$ cat src/design/rumble_defs.svh
// Region boundaries are download byte addresses and must stay ascending and even aligned
`ifndef RUMBLE_DEFS_SVH
`define RUMBLE_DEFS_SVH

// Host download byte address and SDRAM word address widths
`define RUMBLE_IOCTL_AW   25
`define RUMBLE_PROG_AW    22

// ROM layout inside the download stream
// Main CPU ROM starts at zero and goes to bank 0
`define RUMBLE_SND_START  25'h004_0000
// Sound CPU ROM goes to bank 1
`define RUMBLE_GFX_START  25'h004_8000
// Graphics ROM goes to bank 2, anything past the end is ignored
`define RUMBLE_ROM_END    25'h00C_8000

// Pending SDRAM writes between packer and writer
`define RUMBLE_FIFO_DEPTH 4

`endif

$ cat src/design/rumble_pkg.sv
// Record layout is shared by packer, FIFO and writer so field order must not change alone
`include "rumble_defs.svh"

package rumble_pkg;

    // ROM region of one download byte
    typedef enum logic [1:0] {
        REGION_MAIN = 2'd0,
        REGION_SND  = 2'd1,
        REGION_GFX  = 2'd2,
        REGION_NONE = 2'd3
    } region_e;

    // Four-phase write cycle on the SDRAM programming port
    typedef enum logic [1:0] {
        WR_IDLE    = 2'd0,
        WR_REQ     = 2'd1,
        WR_RELEASE = 2'd2
    } wr_state_e;

    // One SDRAM write, mask bits are active low
    typedef struct packed {
        logic [`RUMBLE_PROG_AW-1:0] addr;
        logic [15:0]                data;
        logic [1:0]                 mask;
        logic [1:0]                 ba;
    } prog_rec_t;

endpackage

$ cat src/design/prog_if.sv
// A record moves on a rising clk edge only when valid and ready are both high
`timescale 1ns/1ps

interface prog_if;
    import rumble_pkg::*;

    prog_rec_t rec;
    logic      valid;
    logic      ready;

    // Producer side
    modport src (
        output rec,
        output valid,
        input  ready
    );

    // Consumer side
    modport dst (
        input  rec,
        input  valid,
        output ready
    );

endinterface

$ cat src/design/dwnld_packer.sv
// The host cannot be stalled so a record refused by a full FIFO is lost and sets dwnld_ovf
`timescale 1ns/1ps
`include "rumble_defs.svh"

module dwnld_packer (
    input  logic                        clk,
    input  logic                        rst_n,
    input  logic                        downloading,
    input  logic [`RUMBLE_IOCTL_AW-1:0] ioctl_addr,
    input  logic [7:0]                  ioctl_dout,
    input  logic                        ioctl_wr,
    output logic                        dwnld_ovf,
    prog_if.src                         out
);
    import rumble_pkg::*;

    region_e                     region;
    logic [`RUMBLE_IOCTL_AW-1:0] base;
    logic [`RUMBLE_IOCTL_AW-1:0] offset;
    logic [1:0]                  bank;
    logic                        take;
    logic                        dwnld_q;

    // Address decode into ROM regions
    always_comb begin
        if (ioctl_addr < `RUMBLE_SND_START) begin
            region = REGION_MAIN;
        end else if (ioctl_addr < `RUMBLE_GFX_START) begin
            region = REGION_SND;
        end else if (ioctl_addr < `RUMBLE_ROM_END) begin
            region = REGION_GFX;
        end else begin
            region = REGION_NONE;
        end
    end

    always_comb begin
        case (region)
            REGION_SND: begin
                base = `RUMBLE_SND_START;
                bank = 2'd1;
            end
            REGION_GFX: begin
                base = `RUMBLE_GFX_START;
                bank = 2'd2;
            end
            default: begin
                base = '0;
                bank = 2'd0;
            end
        endcase
    end

    assign offset = ioctl_addr - base;
    assign take   = ioctl_wr && downloading && (region != REGION_NONE);

    // Record is offered for exactly one cycle
    always_ff @(posedge clk or negedge rst_n) begin
        if (!rst_n) begin
            out.valid <= 1'b0;
        end else begin
            out.valid <= take;
        end
    end

    // Byte goes on both lanes, the mask picks the lane from address bit 0
    always_ff @(posedge clk) begin
        if (take) begin
            out.rec.addr <= offset[`RUMBLE_PROG_AW:1];
            out.rec.data <= {ioctl_dout, ioctl_dout};
            out.rec.mask <= ioctl_addr[0] ? 2'b01 : 2'b10;
            out.rec.ba   <= bank;
        end
    end

    // Sticky drop flag, cleared when a new download starts
    always_ff @(posedge clk or negedge rst_n) begin
        if (!rst_n) begin
            dwnld_q   <= 1'b0;
            dwnld_ovf <= 1'b0;
        end else begin
            dwnld_q <= downloading;
            if (downloading && !dwnld_q) begin
                dwnld_ovf <= 1'b0;
            end else if (out.valid && !out.ready) begin
                dwnld_ovf <= 1'b1;
            end
        end
    end

endmodule

$ cat src/design/prog_fifo.sv
// Show-ahead buffer, ready is low whenever full even if the head is leaving that cycle
`timescale 1ns/1ps
`include "rumble_defs.svh"

module prog_fifo #(
    parameter int DEPTH = `RUMBLE_FIFO_DEPTH
) (
    input  logic clk,
    input  logic rst_n,
    prog_if.dst  in,
    prog_if.src  out,
    output logic empty
);
    import rumble_pkg::*;

    localparam int PW = (DEPTH > 1) ? $clog2(DEPTH) : 1;
    localparam int CW = $clog2(DEPTH + 1);

    prog_rec_t     mem [DEPTH];
    logic [PW-1:0] wr_ptr;
    logic [PW-1:0] rd_ptr;
    logic [CW-1:0] count;
    logic          full;
    logic          push;
    logic          pop;

    function automatic logic [PW-1:0] next_ptr(input logic [PW-1:0] ptr);
        if (ptr == PW'(DEPTH - 1)) begin
            next_ptr = '0;
        end else begin
            next_ptr = ptr + 1'b1;
        end
    endfunction

    assign empty     = (count == '0);
    assign full      = (count == CW'(DEPTH));
    assign in.ready  = !full;
    assign out.valid = !empty;
    // Head entry always visible
    assign out.rec   = mem[rd_ptr];
    assign push      = in.valid && in.ready;
    assign pop       = out.valid && out.ready;

    always_ff @(posedge clk) begin
        if (push) begin
            mem[wr_ptr] <= in.rec;
        end
    end

    always_ff @(posedge clk or negedge rst_n) begin
        if (!rst_n) begin
            wr_ptr <= '0;
            rd_ptr <= '0;
            count  <= '0;
        end else begin
            if (push) begin
                wr_ptr <= next_ptr(wr_ptr);
            end
            if (pop) begin
                rd_ptr <= next_ptr(rd_ptr);
            end
            case ({push, pop})
                2'b10:   count <= count + 1'b1;
                2'b01:   count <= count - 1'b1;
                default: count <= count;
            endcase
        end
    end

endmodule

$ cat src/design/prog_writer.sv
// SDRAM must drop prog_rdy after prog_we falls or the writer waits in WR_RELEASE forever
`timescale 1ns/1ps

module prog_writer (
    input  logic        clk,
    input  logic        rst_n,
    input  logic        downloading,
    input  logic        fifo_empty,
    prog_if.dst         in,
    output logic [21:0] prog_addr,
    output logic [15:0] prog_data,
    output logic [1:0]  prog_mask,
    output logic [1:0]  prog_ba,
    output logic        prog_we,
    input  logic        prog_rdy,
    output logic        dwnld_busy
);
    import rumble_pkg::*;

    wr_state_e state;
    logic      pop;

    // Only take a record between write cycles
    assign in.ready = (state == WR_IDLE);
    assign pop      = in.valid && in.ready;

    // Fields stay stable for the whole request
    always_ff @(posedge clk) begin
        if (pop) begin
            prog_addr <= in.rec.addr;
            prog_data <= in.rec.data;
            prog_mask <= in.rec.mask;
            prog_ba   <= in.rec.ba;
        end
    end

    always_ff @(posedge clk or negedge rst_n) begin
        if (!rst_n) begin
            state   <= WR_IDLE;
            prog_we <= 1'b0;
        end else begin
            case (state)
                WR_IDLE: begin
                    if (pop) begin
                        prog_we <= 1'b1;
                        state   <= WR_REQ;
                    end
                end
                // Hold the request until the SDRAM acknowledges
                WR_REQ: begin
                    if (prog_rdy) begin
                        prog_we <= 1'b0;
                        state   <= WR_RELEASE;
                    end
                end
                // Write is complete once the acknowledge falls
                WR_RELEASE: begin
                    if (!prog_rdy) begin
                        state <= WR_IDLE;
                    end
                end
                default: begin
                    prog_we <= 1'b0;
                    state   <= WR_IDLE;
                end
            endcase
        end
    end

    // Busy covers the host transfer, queued records and the write in progress
    always_ff @(posedge clk or negedge rst_n) begin
        if (!rst_n) begin
            dwnld_busy <= 1'b0;
        end else begin
            dwnld_busy <= downloading || !fifo_empty || (state != WR_IDLE);
        end
    end

endmodule

$ cat src/design/rumble_game.sv
// Only the ROM download path is present and prog_we/prog_rdy follow a four-phase handshake
`timescale 1ns/1ps
`include "rumble_defs.svh"

module rumble_game (
    input  logic                        clk,
    input  logic                        rst_n,
    // ROM download from the host
    input  logic                        downloading,
    input  logic [`RUMBLE_IOCTL_AW-1:0] ioctl_addr,
    input  logic [7:0]                  ioctl_dout,
    input  logic                        ioctl_wr,
    // SDRAM programming port
    output logic [21:0]                 prog_addr,
    output logic [15:0]                 prog_data,
    output logic [1:0]                  prog_mask,
    output logic [1:0]                  prog_ba,
    output logic                        prog_we,
    input  logic                        prog_rdy,
    // Status
    output logic                        dwnld_busy,
    output logic                        dwnld_ovf
);

    logic fifo_empty;

    prog_if pk2fifo ();
    prog_if fifo2wr ();

    dwnld_packer u_packer (
        .clk         ( clk         ),
        .rst_n       ( rst_n       ),
        .downloading ( downloading ),
        .ioctl_addr  ( ioctl_addr  ),
        .ioctl_dout  ( ioctl_dout  ),
        .ioctl_wr    ( ioctl_wr    ),
        .dwnld_ovf   ( dwnld_ovf   ),
        .out         ( pk2fifo     )
    );

    prog_fifo #(
        .DEPTH ( `RUMBLE_FIFO_DEPTH )
    ) u_fifo (
        .clk   ( clk        ),
        .rst_n ( rst_n      ),
        .in    ( pk2fifo    ),
        .out   ( fifo2wr    ),
        .empty ( fifo_empty )
    );

    prog_writer u_writer (
        .clk         ( clk         ),
        .rst_n       ( rst_n       ),
        .downloading ( downloading ),
        .fifo_empty  ( fifo_empty  ),
        .in          ( fifo2wr     ),
        .prog_addr   ( prog_addr   ),
        .prog_data   ( prog_data   ),
        .prog_mask   ( prog_mask   ),
        .prog_ba     ( prog_ba     ),
        .prog_we     ( prog_we     ),
        .prog_rdy    ( prog_rdy    ),
        .dwnld_busy  ( dwnld_busy  )
    );

endmodule

$ cat config.mk
export PLATFORM = sky130hd
export DESIGN_NAME = rumble_game
export DESIGN_NICKNAME = d
export VERILOG_FILES = /design/src/design/rumble_pkg.sv /design/src/design/prog_if.sv /design/src/design/dwnld_packer.sv /design/src/design/prog_fifo.sv /design/src/design/prog_writer.sv /design/src/design/rumble_game.sv
export VERILOG_INCLUDE_DIRS = /design/src /design/src/design
export SDC_FILE = /design/constraint.sdc
export NUM_CORES = 1
export LEC_CHECK = 0
export BUFFER_PORTS_ARGS = -buffer_cell sky130_fd_sc_hd__buf_4
export CAP_MARGIN = 10
export CELL_PAD_IN_SITES_DETAIL_PLACEMENT = 0
export CELL_PAD_IN_SITES_GLOBAL_PLACEMENT = 1
export CORE_ASPECT_RATIO = 0.9
export CORE_MARGIN = 3
export CORE_UTILIZATION = 25
export CTS_BUF_LIST = sky130_fd_sc_hd__clkbuf_4 sky130_fd_sc_hd__clkbuf_8
export DETAILED_ROUTE_END_ITERATION = 10
export HOLD_SLACK_MARGIN = 0.08
export PLACE_DENSITY = 0.47
export SYNTH_ARGS = -nofsm -noshare
export SYNTH_HDL_FRONTEND = slang
export SYNTH_SLANG_ARGS = --single-unit
$ cat constraint.sdc
create_clock -name clk -period 3.2 [get_ports clk]
set_input_delay 0.32 -clock clk [delete_from_list [all_inputs] [get_ports clk]]
set_output_delay 0.32 -clock clk [all_outputs]
set_load 0.02 [all_outputs]
* Word-level counts from Yosys, hierarchy flattened *
Memories as Yosys holds them, arrays and structs flattened. A register that Yosys moved wholly into a read port is not among the register bits.
Index checks and enable logic that the tools add are counted.

storage, ports and cells
  bits in registers = 56
  bits of input ports = 38
  memories = 1
  output and inout bits = 45
  word-level logic and storage cells = 74
  RAM bits = 168

operators by class
  bitwise operators = 1
  muxes and demuxes = 20
  equal/unequal tests = 13
  order comparisons = 3
  reduce and logical (&&, ||, !) cells = 18
  add/sub/neg operators = 5

memories
  name        words  width  read ports  clocked after memory_dff  write ports  RTL line         source
  u_fifo.mem  4      42     1           1                         1            prog_fifo.sv:19  prog_rec_t mem [DEPTH];

operators by type and width
  kind                  number
  $lt 25x19->1 const B  2
  $pmux 19 s2           1
  $lt 25x20->1 const B  1
  $sub 23x19->23        1
  $mux 2                8
  $eq 2x2->1 const B    5
  $ne 2x2->1 const B    4
  $mux 1                7
  $eq 2x1->1 const B    3
  $logic_and 1x1->1     6
  $pmux 2 s3            1
  $pmux 3 s2            1
  $reduce_and 3->1      2
  $reduce_bool 2->1     3
  $add 2x1->2 const B   2
  $pmux 2 s2            1
  $add 3x1->3 const B   1
  $eq 3x3->1 const B    1
  $logic_not 1->1       3
  $logic_not 3->1       1
  $pmux 1 s3            1
  $sub 3x1->3 const B   1
  $logic_not 2->1       1
  $logic_or 1x1->1      2
  $not 1->1             1

* Longest topological paths before layout *
Gate-level depths: netlist (run 1).

  word-level depth = 7
  gate-level depth with buffers = 9
  gate-level depth less buffers = 9

* Hierarchy *
A second synthesis (run 1) with hierarchy kept.

second synthesis, totals
  cell total of the unflattened synthesis = 402
  area, all modules = 9394.0 um^2

modules (own cells, without submodules)
  module        instances  area each (um^2)  cells each
  prog_fifo     1          6508.7            261
  dwnld_packer  1          1458.9            83
  prog_writer   1          1426.4            58

* Least setup slack after synthesis (run 1) *
Ideal clock, no wire load.

  kind = input to register
  start point = input ioctl_addr[20]
  end point = register, netlist name u_packer.out.rec[0]
  path slack = -0.194 ns
  data arrival time = 2.967 ns
  data required time = 2.773 ns
  stages on the path = 5
  path through = or2_1 > or4_4 > a211o_1 > ha_1 > nor2_1

on the way
  cells in the longest elaborated chain, start to end = 6

ends and longest elaborated chain
  what                    RTL line            source
  from (decl)             rumble_game.sv:10   input logic [`RUMBLE_IOCTL_AW-1:0] ioctl_addr,
  $lt 25x20->1 (no line)  n/a
  $mux 1                  dwnld_packer.sv:30  end else if (ioctl_addr < `RUMBLE_ROM_END) begin
  $mux 2                  dwnld_packer.sv:28  end else if (ioctl_addr < `RUMBLE_GFX_START) begin
  $mux 2 *                dwnld_packer.sv:26  if (ioctl_addr < `RUMBLE_SND_START) begin
  $ne 2x2->1 *            dwnld_packer.sv:55  assign take = ioctl_wr && downloading && (region != REGION_NONE);
  $logic_and 1x1->1 *     dwnld_packer.sv:55
  via u_packer.take       dwnld_packer.sv:21  logic take;

The timed path passes the listed nets; every way through them passes the cells marked *.
A chain may end at the register's enable or synchronous reset.

* Worst setup path in the final report (run 1) *
  start point = input ioctl_addr[20]
  end point = register, netlist name u_packer.out.rec[40]

on the way
  cells in the longest elaborated chain, start to end = 7

ends and longest elaborated chain
  what                                      RTL line            source
  $lt 25x20->1 (no line)                    n/a
  $mux 1                                    dwnld_packer.sv:30
  $mux 2                                    dwnld_packer.sv:28
  $mux 2                                    dwnld_packer.sv:26
  $eq 2x2->1 or $eq 2x1->1 (tied branches)  dwnld_packer.sv:38  case (region)
  $pmux 19 s2                               dwnld_packer.sv:38
  $sub 23x19->23 *                          dwnld_packer.sv:54  assign offset = ioctl_addr - base;
  via u_packer.offset[21]                   dwnld_packer.sv:19  logic [`RUMBLE_IOCTL_AW-1:0] offset;

Marked as above.

==> results_dict.tcl, run 1 <==
set metrics [dict create \
    rsz0062_at_grt "false" \
    hold_violations 0 \
    clk_path_buf_depth 3 \
    start_kind "input port" \
    drt-total-wl_um 15800 \
    crit_path_max_fanout 4 \
    path_clk_slew_ns 0.05 \
    dr_total_vias 3703 \
    postSynthAreaPerCell_um2 22.9 \
    insertion_delay_ns 0.52 \
    drt_iter0_markers 134 \
    cp_slowest_stage_delay_ns 0.45 \
    p_leak_nw 3.47 \
    crit_family "compound AO/OA/AOI/OAI gates" \
    viasPerCell 4.04 \
    numCtsBuffers 37 \
    synthToLayoutAreaGrowth_pct 26.8 \
    stdcell_area_um2 10100 \
    ys_ff_latch 218 \
    drive_gt1_share_pct 38.2 \
    cts_tree "built" \
    hold_ws_ns 0.132 \
    final_max_slew_viol_count 0 \
    rows 61 \
    portBuffers 82 \
    synth_warnings 0 \
    max_freq_ghz 0.411 \
    cp_data_arrival_time_ns 2.66 \
    hp-class "in2reg" \
    io_pins 83 \
    dieArea_um2 34000 \
    clock_skew_ns 0.0290 \
    endpoint_kind "register" \
    diodes 0 \
    design.core.area_um2 31100 \
    drtPass1Iterations 5 \
    place_area_um2 9110 \
    grt_pass1_vias 4072 \
    cp_slowest_cell "or4_4" \
    clock-root-buffer "clkbuf_8" \
    worst_ir_drop_vdd_uv 369 \
    seq_area_frac_synth_pct 81.4 \
    syn-cell-area_um2 7960 \
    grt_pass1_wl_um 24200 \
    die_h_um 175 \
    wire_per_inst_um 17.3 \
    synth_cells 347 \
    globalRoute.totalOverflow 0 \
    worst_slew_pin_slew_ns 1.09 \
    drv_cap 0 \
    finalNetCount 535 \
    setup_viol 0 \
    tns_ns 0 \
    status "finished clean" \
    p_per_area_nw_per_um2 801 \
    grt_max_degree 38 \
    max-slew-margin-rel_pct 27.3 \
    clkSinkCount 218 \
    gr-usage-all-layers_pct 9.38 \
    path_cells "buf_4 -> or2_1 -> or4_4 -> a211o_1 -> ha_1 -> ha_1 -> a2111oi_0 -> xor2_1" \
    antenna_found_initial 0 \
    critPathRequiredTime_ns 3.43 \
    htreeDepth 2 \
    die_w_um 194 \
    drc 0 \
    ys_types 33 \
    worstSetupPathType "in2reg" \
    post-route-util_pct 32.4 \
    antenna_left 0 \
    critical_path.most_common_cell "ha_1" \
    fin_crit_sh_pct 76.0 \
    period_minus_slack_ns 2.43 \
    syn-num-nets 398 \
    place.gp.congestion 0.708 \
    hpwl_um 8890 \
    cp.buffers_inverters 1 \
    start_util_pct 25.6 \
]
-- sequential cells by signal (all words and copies together), names as in the netlist, 2 cells and up --
| register | flops |
|---|---|
| u_writer.prog_ba | 2 |
| u_fifo.mem | 136 |
| u_fifo.rd_ptr | 2 |
| u_fifo.count | 3 |
| u_writer.state | 2 |
| u_packer.out.rec | 34 |
| u_writer.prog_mask | 2 |
| u_writer.prog_data | 8 |
| u_fifo.wr_ptr | 2 |
| u_writer.prog_addr | 22 |
-- Yosys cell counts --
library cell	instances	share of area, %
a2111oi_0	1	0.11
a2111oi_4	1	0.35
a211o_1	1	0.11
a211oi_1	3	0.28
a21boi_1	1	0.094
a21o_1	1	0.094
a21oi_1	3	0.19
a31oi_1	1	0.079
and2_1	5	0.39
buf_2	3	0.19
buf_4	11	1.0
clkbuf_1	3	0.14
dfrtp_1	14	4.4
edfxtp_1	204	77
fa_1	1	0.25
ha_1	12	1.9
inv_1	12	0.57
inv_2	1	0.047
mux2_1	4	0.57
mux2i_1	1	0.13
mux4_2	34	9.6
nand2_1	4	0.19
nand2b_1	1	0.079
nor2_1	7	0.33
o21ai_0	1	0.063
or2_1	1	0.079
or3_1	1	0.079
or3_2	1	0.094
or3b_4	1	0.14
or4_1	1	0.094
or4_4	1	0.14
xnor2_1	2	0.22
xor2_1	9	0.99
-- worst paths after layout --
kind	from	end	slack (ns)	depth (start not counted)
worst max-delay path	ioctl_addr[20]	u_packer.out.rec[40]	0.77	8
worst min-delay path	ioctl_addr[20]	u_packer.out.rec[39]	0.13	2
worst max register to register	u_fifo.count[0]	u_fifo.mem[0][0]	1.04	4
worst min register to register	u_packer.out.rec[15]	u_fifo.mem[2][15]	0.49	0
max in group asynchronous	rst_n	u_fifo.rd_ptr[1]	2.78	2
min in group asynchronous	rst_n	u_fifo.rd_ptr[0]	0.23	2
-- cell usage in the layout (no fill, tap or decap), types with 5 or more instances in the layout --
master | synthesis | final
buf_12 | 0 | 5
buf_4 | 11 | 84
clkbuf_4 | 0 | 15
clkbuf_8 | 0 | 38
dfrtp_1 | 14 | 12
dlygate4sd3_1 | 0 | 26
edfxtp_1 | 204 | 204
ha_1 | 12 | 12
inv_1 | 12 | 12
mux4_2 | 34 | 34
nor2_1 | 7 | 6
xor2_1 | 9 | 9
-- final cells by class --
class	count	area [um2]
Clock buffer	53	636
Inverter	13	48.8
Sequential cell	218	6480
Tap cell	409	512
Timing Repair Buffer	115	991
Multi-Input combinational cell	99	1340
Fill cell	2979	21100
Clock inverter	10	83.8
-- cells by family after synthesis --
kind of cell / share of synthesized area (%)
adders and majority gates: 2.14
AOI/OAI and AO/OA: 1.37
and+or+nand+nor: 1.62
DFF: 81.4
muxes: 10.3
xor gates and xnor gates: 1.21
buffers and inverters: 1.98
-- routing by layer --
metal	GRT usage (%)	up-vias	share of wire (%)
li1	-	1661	-
met4	3.35	0	2.1
met2	15.0	101	47
met3	2.65	31	5.2
met5	0	-	0
met1	12.4	1910	45
-- what timing repair did --
item	4_1_cts	5_1_grt
gates resized for setup	0	0
endpoints found under the hold margin	43	0
setup buffers	0	0
hold buffers	26	0
-- power by group --
part           internal, mW  switching, mW
sequential             3.53          0.425
combinational         0.879          0.832
clock                  1.36           1.05
total                  5.77           2.31
-- through the flow --
| stage | total power [mW] | setup WS (ns) | std cells |
|---|---|---|---|
| after floorplan | 5.02 | 0.365 | 347 |
| after global routing | 8.54 | 0.645 | 917 |
| after global placement | 5.74 | 0.261 | 828 |
| final | 8.08 | 0.768 | 917 |
| after CTS | 8.27 | 0.775 | 917 |
| after detailed placement | 5.77 | 0.215 | 828 |
-- worst register-to-register path, delay by kind of cell, from the launching register on --
kind	cells	cell delay [ns]
AO/OA/AOI/OAI	1	0.49
flip-flops	1	0.39
buffers and inverters	1	0.26
AND/OR/NAND/NOR	2	0.71
(Power assumes the default switching activity.)
==> inputs of run 2 (changes only) <==
==> constraint.sdc (replaced) <==
create_clock -name clk -period 2.35 [get_ports clk]
set_input_delay 0.235 -clock clk [delete_from_list [all_inputs] [get_ports clk]]
set_output_delay 0.235 -clock clk [all_outputs]
set_load 0.02 [all_outputs]
==> results_dict.tcl, run 2 (same netlist as run 1, synthesis figures left out) <==
set metrics [dict create \
    status "finished clean" \
    stdcell_area_um2 10400 \
    die_w_um 194 \
    combPwrFrac_pct 24.3 \
    dr_total_vias 3742 \
    critPathRequiredTime_ns 2.60 \
    r2r_end "u_fifo.count[2]" \
    r2r_cells 9 \
    start_util_pct 25.6 \
    globalRoute.totalOverflow 0 \
    place.gp.congestion 0.665 \
    p_sw_mw 3.16 \
    pwr-share-clk_pct 29.4 \
    max-slew-margin-rel_pct 61.8 \
    clock_skew_ns 0.0202 \
    numCtsBuffers 38 \
    die_h_um 175 \
    rows 61 \
    diodes 0 \
    clk_path_buf_depth 3 \
    worst_ir_drop_vdd_uv 531 \
    start_kind "input port" \
    tns_ns 0 \
    design.core.area_um2 31100 \
    wire_per_inst_um 16.5 \
    cts_hold_buf 26 \
    largest_reg_flops 136 \
    reg2reg_slack_ns 0.31 \
    grt_pass1_vias 4144 \
    antenna_found_initial 0 \
    p_sw_share_pct 28.4 \
    seq_power_share_pct 46.3 \
    p_per_area_nw_per_um2 1070 \
    htreeDepth 2 \
    final_max_slew_viol_count 0 \
    worstSetupPathType "in2reg" \
    gr-usage-all-layers_pct 9.23 \
    drt_iter0_markers 108 \
    cts_tree "built" \
    period_minus_slack_ns 2.05 \
    drive_gt1_share_pct 41.6 \
    worstReg2RegStart "u_fifo.count[0]" \
    synthToLayoutAreaGrowth_pct 30.3 \
    portBuffers 82 \
    ctsResizeCount 0 \
    rsz0062_at_grt "false" \
    max_freq_ghz 0.489 \
    hold_violations 0 \
    power.internal_mw 7.98 \
    io_pins 83 \
    hp-class "in2async" \
    clkSinkCount 218 \
    drv_cap 0 \
    top_register "u_fifo.mem" \
    endpoint_kind "register" \
    dieArea_um2 34000 \
    drtPass1Iterations 4 \
    layout_common_cells "204 x edfxtp_1, 101 x buf_4, 39 x clkbuf_8, 34 x mux4_2, 26 x dlygate4sd3_1" \
    clock-root-buffer "clkbuf_8" \
    cts_setup_buffers 0 \
    insertion_delay_ns 0.52 \
    reg_top3 "u_fifo.mem (136), u_packer.out.rec (34), u_writer.prog_addr (22)" \
    finalNetCount 557 \
    hpwl_um 9350 \
    path_clk_slew_ns 0.06 \
    final_common_cell "edfxtp_1" \
    worst_slew_pin_slew_ns 0.573 \
    drt-total-wl_um 15500 \
    crit_path_max_fanout 4 \
    cp_data_arrival_time_ns 2.30 \
    viasPerCell 3.99 \
    fin_crit_sh_pct 87.0 \
    grt_pass1_wl_um 23900 \
    antenna_left 0 \
    grt_max_degree 35 \
    setup_viol 0 \
    place_area_um2 9400 \
    p_leak_nw 3.59 \
    drc 0 \
]
run 2: changes by cell type in the layout (fill, tap and decap cells not counted), sizes merged:
| cell | delta |
|---|---|
| buf | +21 |
| clkbuf | -2 |
| clkinv | +1 |
| inv | +1 |
run 2: worst max path at each step:
| stage | depth (start not counted) | slack (ns) | from | endpoint |
|---|---|---|---|---|
| global placement | 8 | -0.20 | ioctl_addr[20] | u_packer.out.rec[41] |
| detailed placement | 8 | -0.22 | ioctl_addr[20] | u_packer.out.rec[41] |
| finish | 8 | 0.30 | ioctl_addr[20] | u_packer.out.rec[41] |
| floorplan | 7 | -0.06 | ioctl_addr[20] | u_packer.out.rec[41] |
| global route | 9 | 0.1 | u_fifo.count[0] | u_fifo.count[2] |
| CTS | 9 | 0.29 | u_fifo.count[0] | u_fifo.count[2] |
run 2: layout make-up:
cell class	instances	area (um2)
multi-input combinational	99	1420
inverter	13	48.8
timing repair buffer	136	1200
clock inverter	12	85.1
sequential	218	6480
clock buffer	51	627
tap	409	512
fill	2997	20800
run 2: worst max-delay path: stages:
cell       delay [ns]
buf_4            0.11
or2_4            0.24
or4_4            0.45
a211o_1          0.30
ha_4             0.29
ha_4             0.21
a2111oi_4        0.35
xor2_1           0.10
run 2: per-layer routing:
metal	track usage [%]	up-vias	wire length (um)
met1	12.3	1900	7080
met2	14.6	99	7300
met4	3.47	0	380
li1	-	1709	-
met3	2.57	34	748
met5	0	-	0
run 2: power by group through the flow:
stage | Clock (mW) | Sequential (mW) | Combinational [mW]
CTS | 3.44 | 5.18 | 2.81
detailed placement | 0 | 5.25 | 2.76
global route | 3.61 | 5.21 | 2.93
finish | 3.27 | 5.15 | 2.71
global placement | 0 | 5.24 | 2.73
floorplan | 0 | 5.45 | 1.40
run 2: metrics by stage:
stage | utilization [%] | total power [mW] | worst slack, ns | std cells | hold WS, ns
floorplan | - | 6.85 | -0.0628 | 347 | -0.0606
global placement | 30.2 | 7.97 | -0.200 | 849 | 0.0999
detailed placement | 30.2 | 8.02 | -0.217 | 849 | 0.103
CTS | 33.3 | 11.4 | 0.294 | 938 | 0.0857
global route | 33.3 | 11.8 | 0.0961 | 938 | 0.102
finish | 33.3 | 11.1 | 0.304 | 938 | 0.115
==> inputs of run 3 (changes only) <==
--- a/config.mk
+++ b/config.mk
@@ -16,7 +16,7 @@
 export CTS_BUF_LIST = sky130_fd_sc_hd__clkbuf_4 sky130_fd_sc_hd__clkbuf_8
 export DETAILED_ROUTE_END_ITERATION = 10
 export HOLD_SLACK_MARGIN = 0.08
-export PLACE_DENSITY = 0.47
+export PLACE_DENSITY_LB_ADDON = 0.1
 export SYNTH_ARGS = -nofsm -noshare
 export SYNTH_HDL_FRONTEND = slang
 export SYNTH_SLANG_ARGS = --single-unit
==> results_dict.tcl, run 3 (same netlist as run 1, synthesis figures left out) <==
set metrics [dict create \
    fill_cells 3017 \
    start_util_pct 25.6 \
    wire_per_inst_um 17.4 \
    worst_slew_pin_slew_ns 0.846 \
    grt_pass1_wl_um 24700 \
    start_kind "input port" \
    cts_tree "built" \
    worstSetupPathType "in2reg" \
    hold_violations 0 \
    antenna_left 0 \
    rows 61 \
    io_pins 83 \
    finalNetCount 551 \
    p_sw_share_pct 28.3 \
    htreeDepth 2 \
    clock-root-buffer "clkbuf_8" \
    critical_path.most_common_cell "ha_4" \
    cp_slowest_stage_delay_ns 0.46 \
    clkSinkCount 218 \
    final_common_cell "edfxtp_1" \
    p_leak_nw 3.56 \
    power.internal_mw 7.92 \
    place_area_um2 9330 \
    combPwrFrac_pct 22.0 \
    reg_top3 "u_fifo.mem (136), u_packer.out.rec (34), u_writer.prog_addr (22)" \
    pwr-share-clk_pct 29.9 \
    drt_iter0_markers 210 \
    p_per_area_nw_per_um2 1070 \
    design.core.area_um2 31100 \
    seq_power_share_pct 48.2 \
    stdcell_area_um2 10300 \
    gr-usage-all-layers_pct 9.59 \
    clk_path_buf_depth 3 \
    die_w_um 194 \
    critPathRequiredTime_ns 2.59 \
    drtPass1Iterations 4 \
    hold_ws_ns 0.112 \
    viasPerCell 4.05 \
    crit_path_max_fanout 4 \
    max-slew-margin-rel_pct 43.6 \
    synthToLayoutAreaGrowth_pct 29.5 \
    drive_gt1_share_pct 41.7 \
    max_freq_ghz 0.486 \
    clock_skew_ns 0.0103 \
    portBuffers 82 \
    hp-class "in2async" \
    layout_common_cells "204 x edfxtp_1, 97 x buf_4, 39 x clkbuf_8, 34 x mux4_2, 26 x dlygate4sd3_1" \
    path_clk_slew_ns 0.06 \
    drt-total-wl_um 16200 \
    numCtsBuffers 38 \
    top_register "u_fifo.mem" \
    drc 0 \
    finalNonFillerCells 930 \
    hpwl_um 9330 \
    path_cells "buf_4 -> or2_4 -> or4_4 -> a211o_1 -> ha_4 -> ha_4 -> a2111oi_4 -> xor2_1" \
    antenna_found_initial 0 \
    p_total_mw 11.1 \
    pre_cts_slack_ns -0.227 \
    period_minus_slack_ns 2.06 \
    rsz0062_at_grt "false" \
    diodes 0 \
    globalRoute.totalOverflow 0 \
    dp.cells 843 \
    final_max_slew_viol_count 0 \
    dr_total_vias 3764 \
    grt_pass1_vias 4128 \
    worst_ir_drop_vdd_uv 544 \
    die_h_um 175 \
    largest_reg_flops 136 \
    setup_viol 0 \
    cp_data_arrival_time_ns 2.30 \
    cts_setup_buffers 0 \
    status "finished clean" \
    cp_slowest_cell "or4_4" \
    fin_crit_sh_pct 87.6 \
    drv_cap 0 \
    reg2reg_slack_ns 0.31 \
    endpoint_kind "register" \
    grt_max_degree 38 \
    p_sw_mw 3.13 \
    place.gp.congestion 0.638 \
    insertion_delay_ns 0.51 \
    dieArea_um2 34000 \
    fin_ws_ns 0.292 \
]
==> run 3: worst max-delay path, delay by kind of cell <==
kind	cells	cell delay, ns
and+or+nand+nor	2	0.70
buffers and inverters	1	0.11
AOI/OAI and AO/OA	2	0.65
adders and majority gates	2	0.50
xor gates and xnor gates	1	0.10
==> run 3: power by group through the flow <==
stage | clock (mW) | combinational, mW | sequential [mW]
2_1_floorplan | 0 | 1.40 | 5.45
3_3_place_gp | 0 | 2.47 | 5.44
3_5_place_dp | 0 | 2.47 | 5.45
4_1_cts | 3.47 | 2.51 | 5.38
5_1_grt | 3.65 | 2.62 | 5.43
6_report | 3.30 | 2.43 | 5.32
==> run 3: final timing paths <==
check                                  from              endpoint  cells after the start
setup / recovery             ioctl_addr[20]  u_packer.out.rec[41]                      8
min in group clk             ioctl_addr[22]  u_packer.out.rec[41]                      3
hold reg to reg            u_writer.prog_we      u_writer.prog_we                      2
hold / removal                        rst_n    u_packer.dwnld_ovf                      2
max in group asynchronous             rst_n      u_fifo.rd_ptr[0]                      2
setup reg to reg            u_fifo.count[0]       u_fifo.count[2]                      9
==> run 3: timing repair <==
item / 4_1_cts / 5_1_grt
setup endpoints to repair: 0 / 0
endpoints found under the hold margin: 44 / 0
resized for setup: 0 / 0
hold buffers: 26 / 0
==> run 3: area by class of cell <==
type	instances	area, um2	share of cell area [%]
clock inverter	6	61.3	0.595
timing repair buffer	130	1130	10.9
inverter	13	48.8	0.473
multi-input combinational	99	1420	13.8
sequential	218	6480	62.9
tap	409	512	4.96
clock buffer	55	657	6.37
==> run 3: per-stage QoR <==
stage	TNS, ns	utilization (%)
floorplan	-0.152	-
global placement	-0.811	30.0
detailed placement	-1.39	30.0
CTS	0	33.1
global route	0	33.1
finish	0	33.1
==> run 3: routing by layer <==
metal	GRT usage [%]	share of wire (%)	up-vias
met5	0	0	-
met4	3.32	2.2	0
met3	2.28	4.3	35
met2	15.1	47	95
met1	13.2	47	1941
li1	-	-	1693
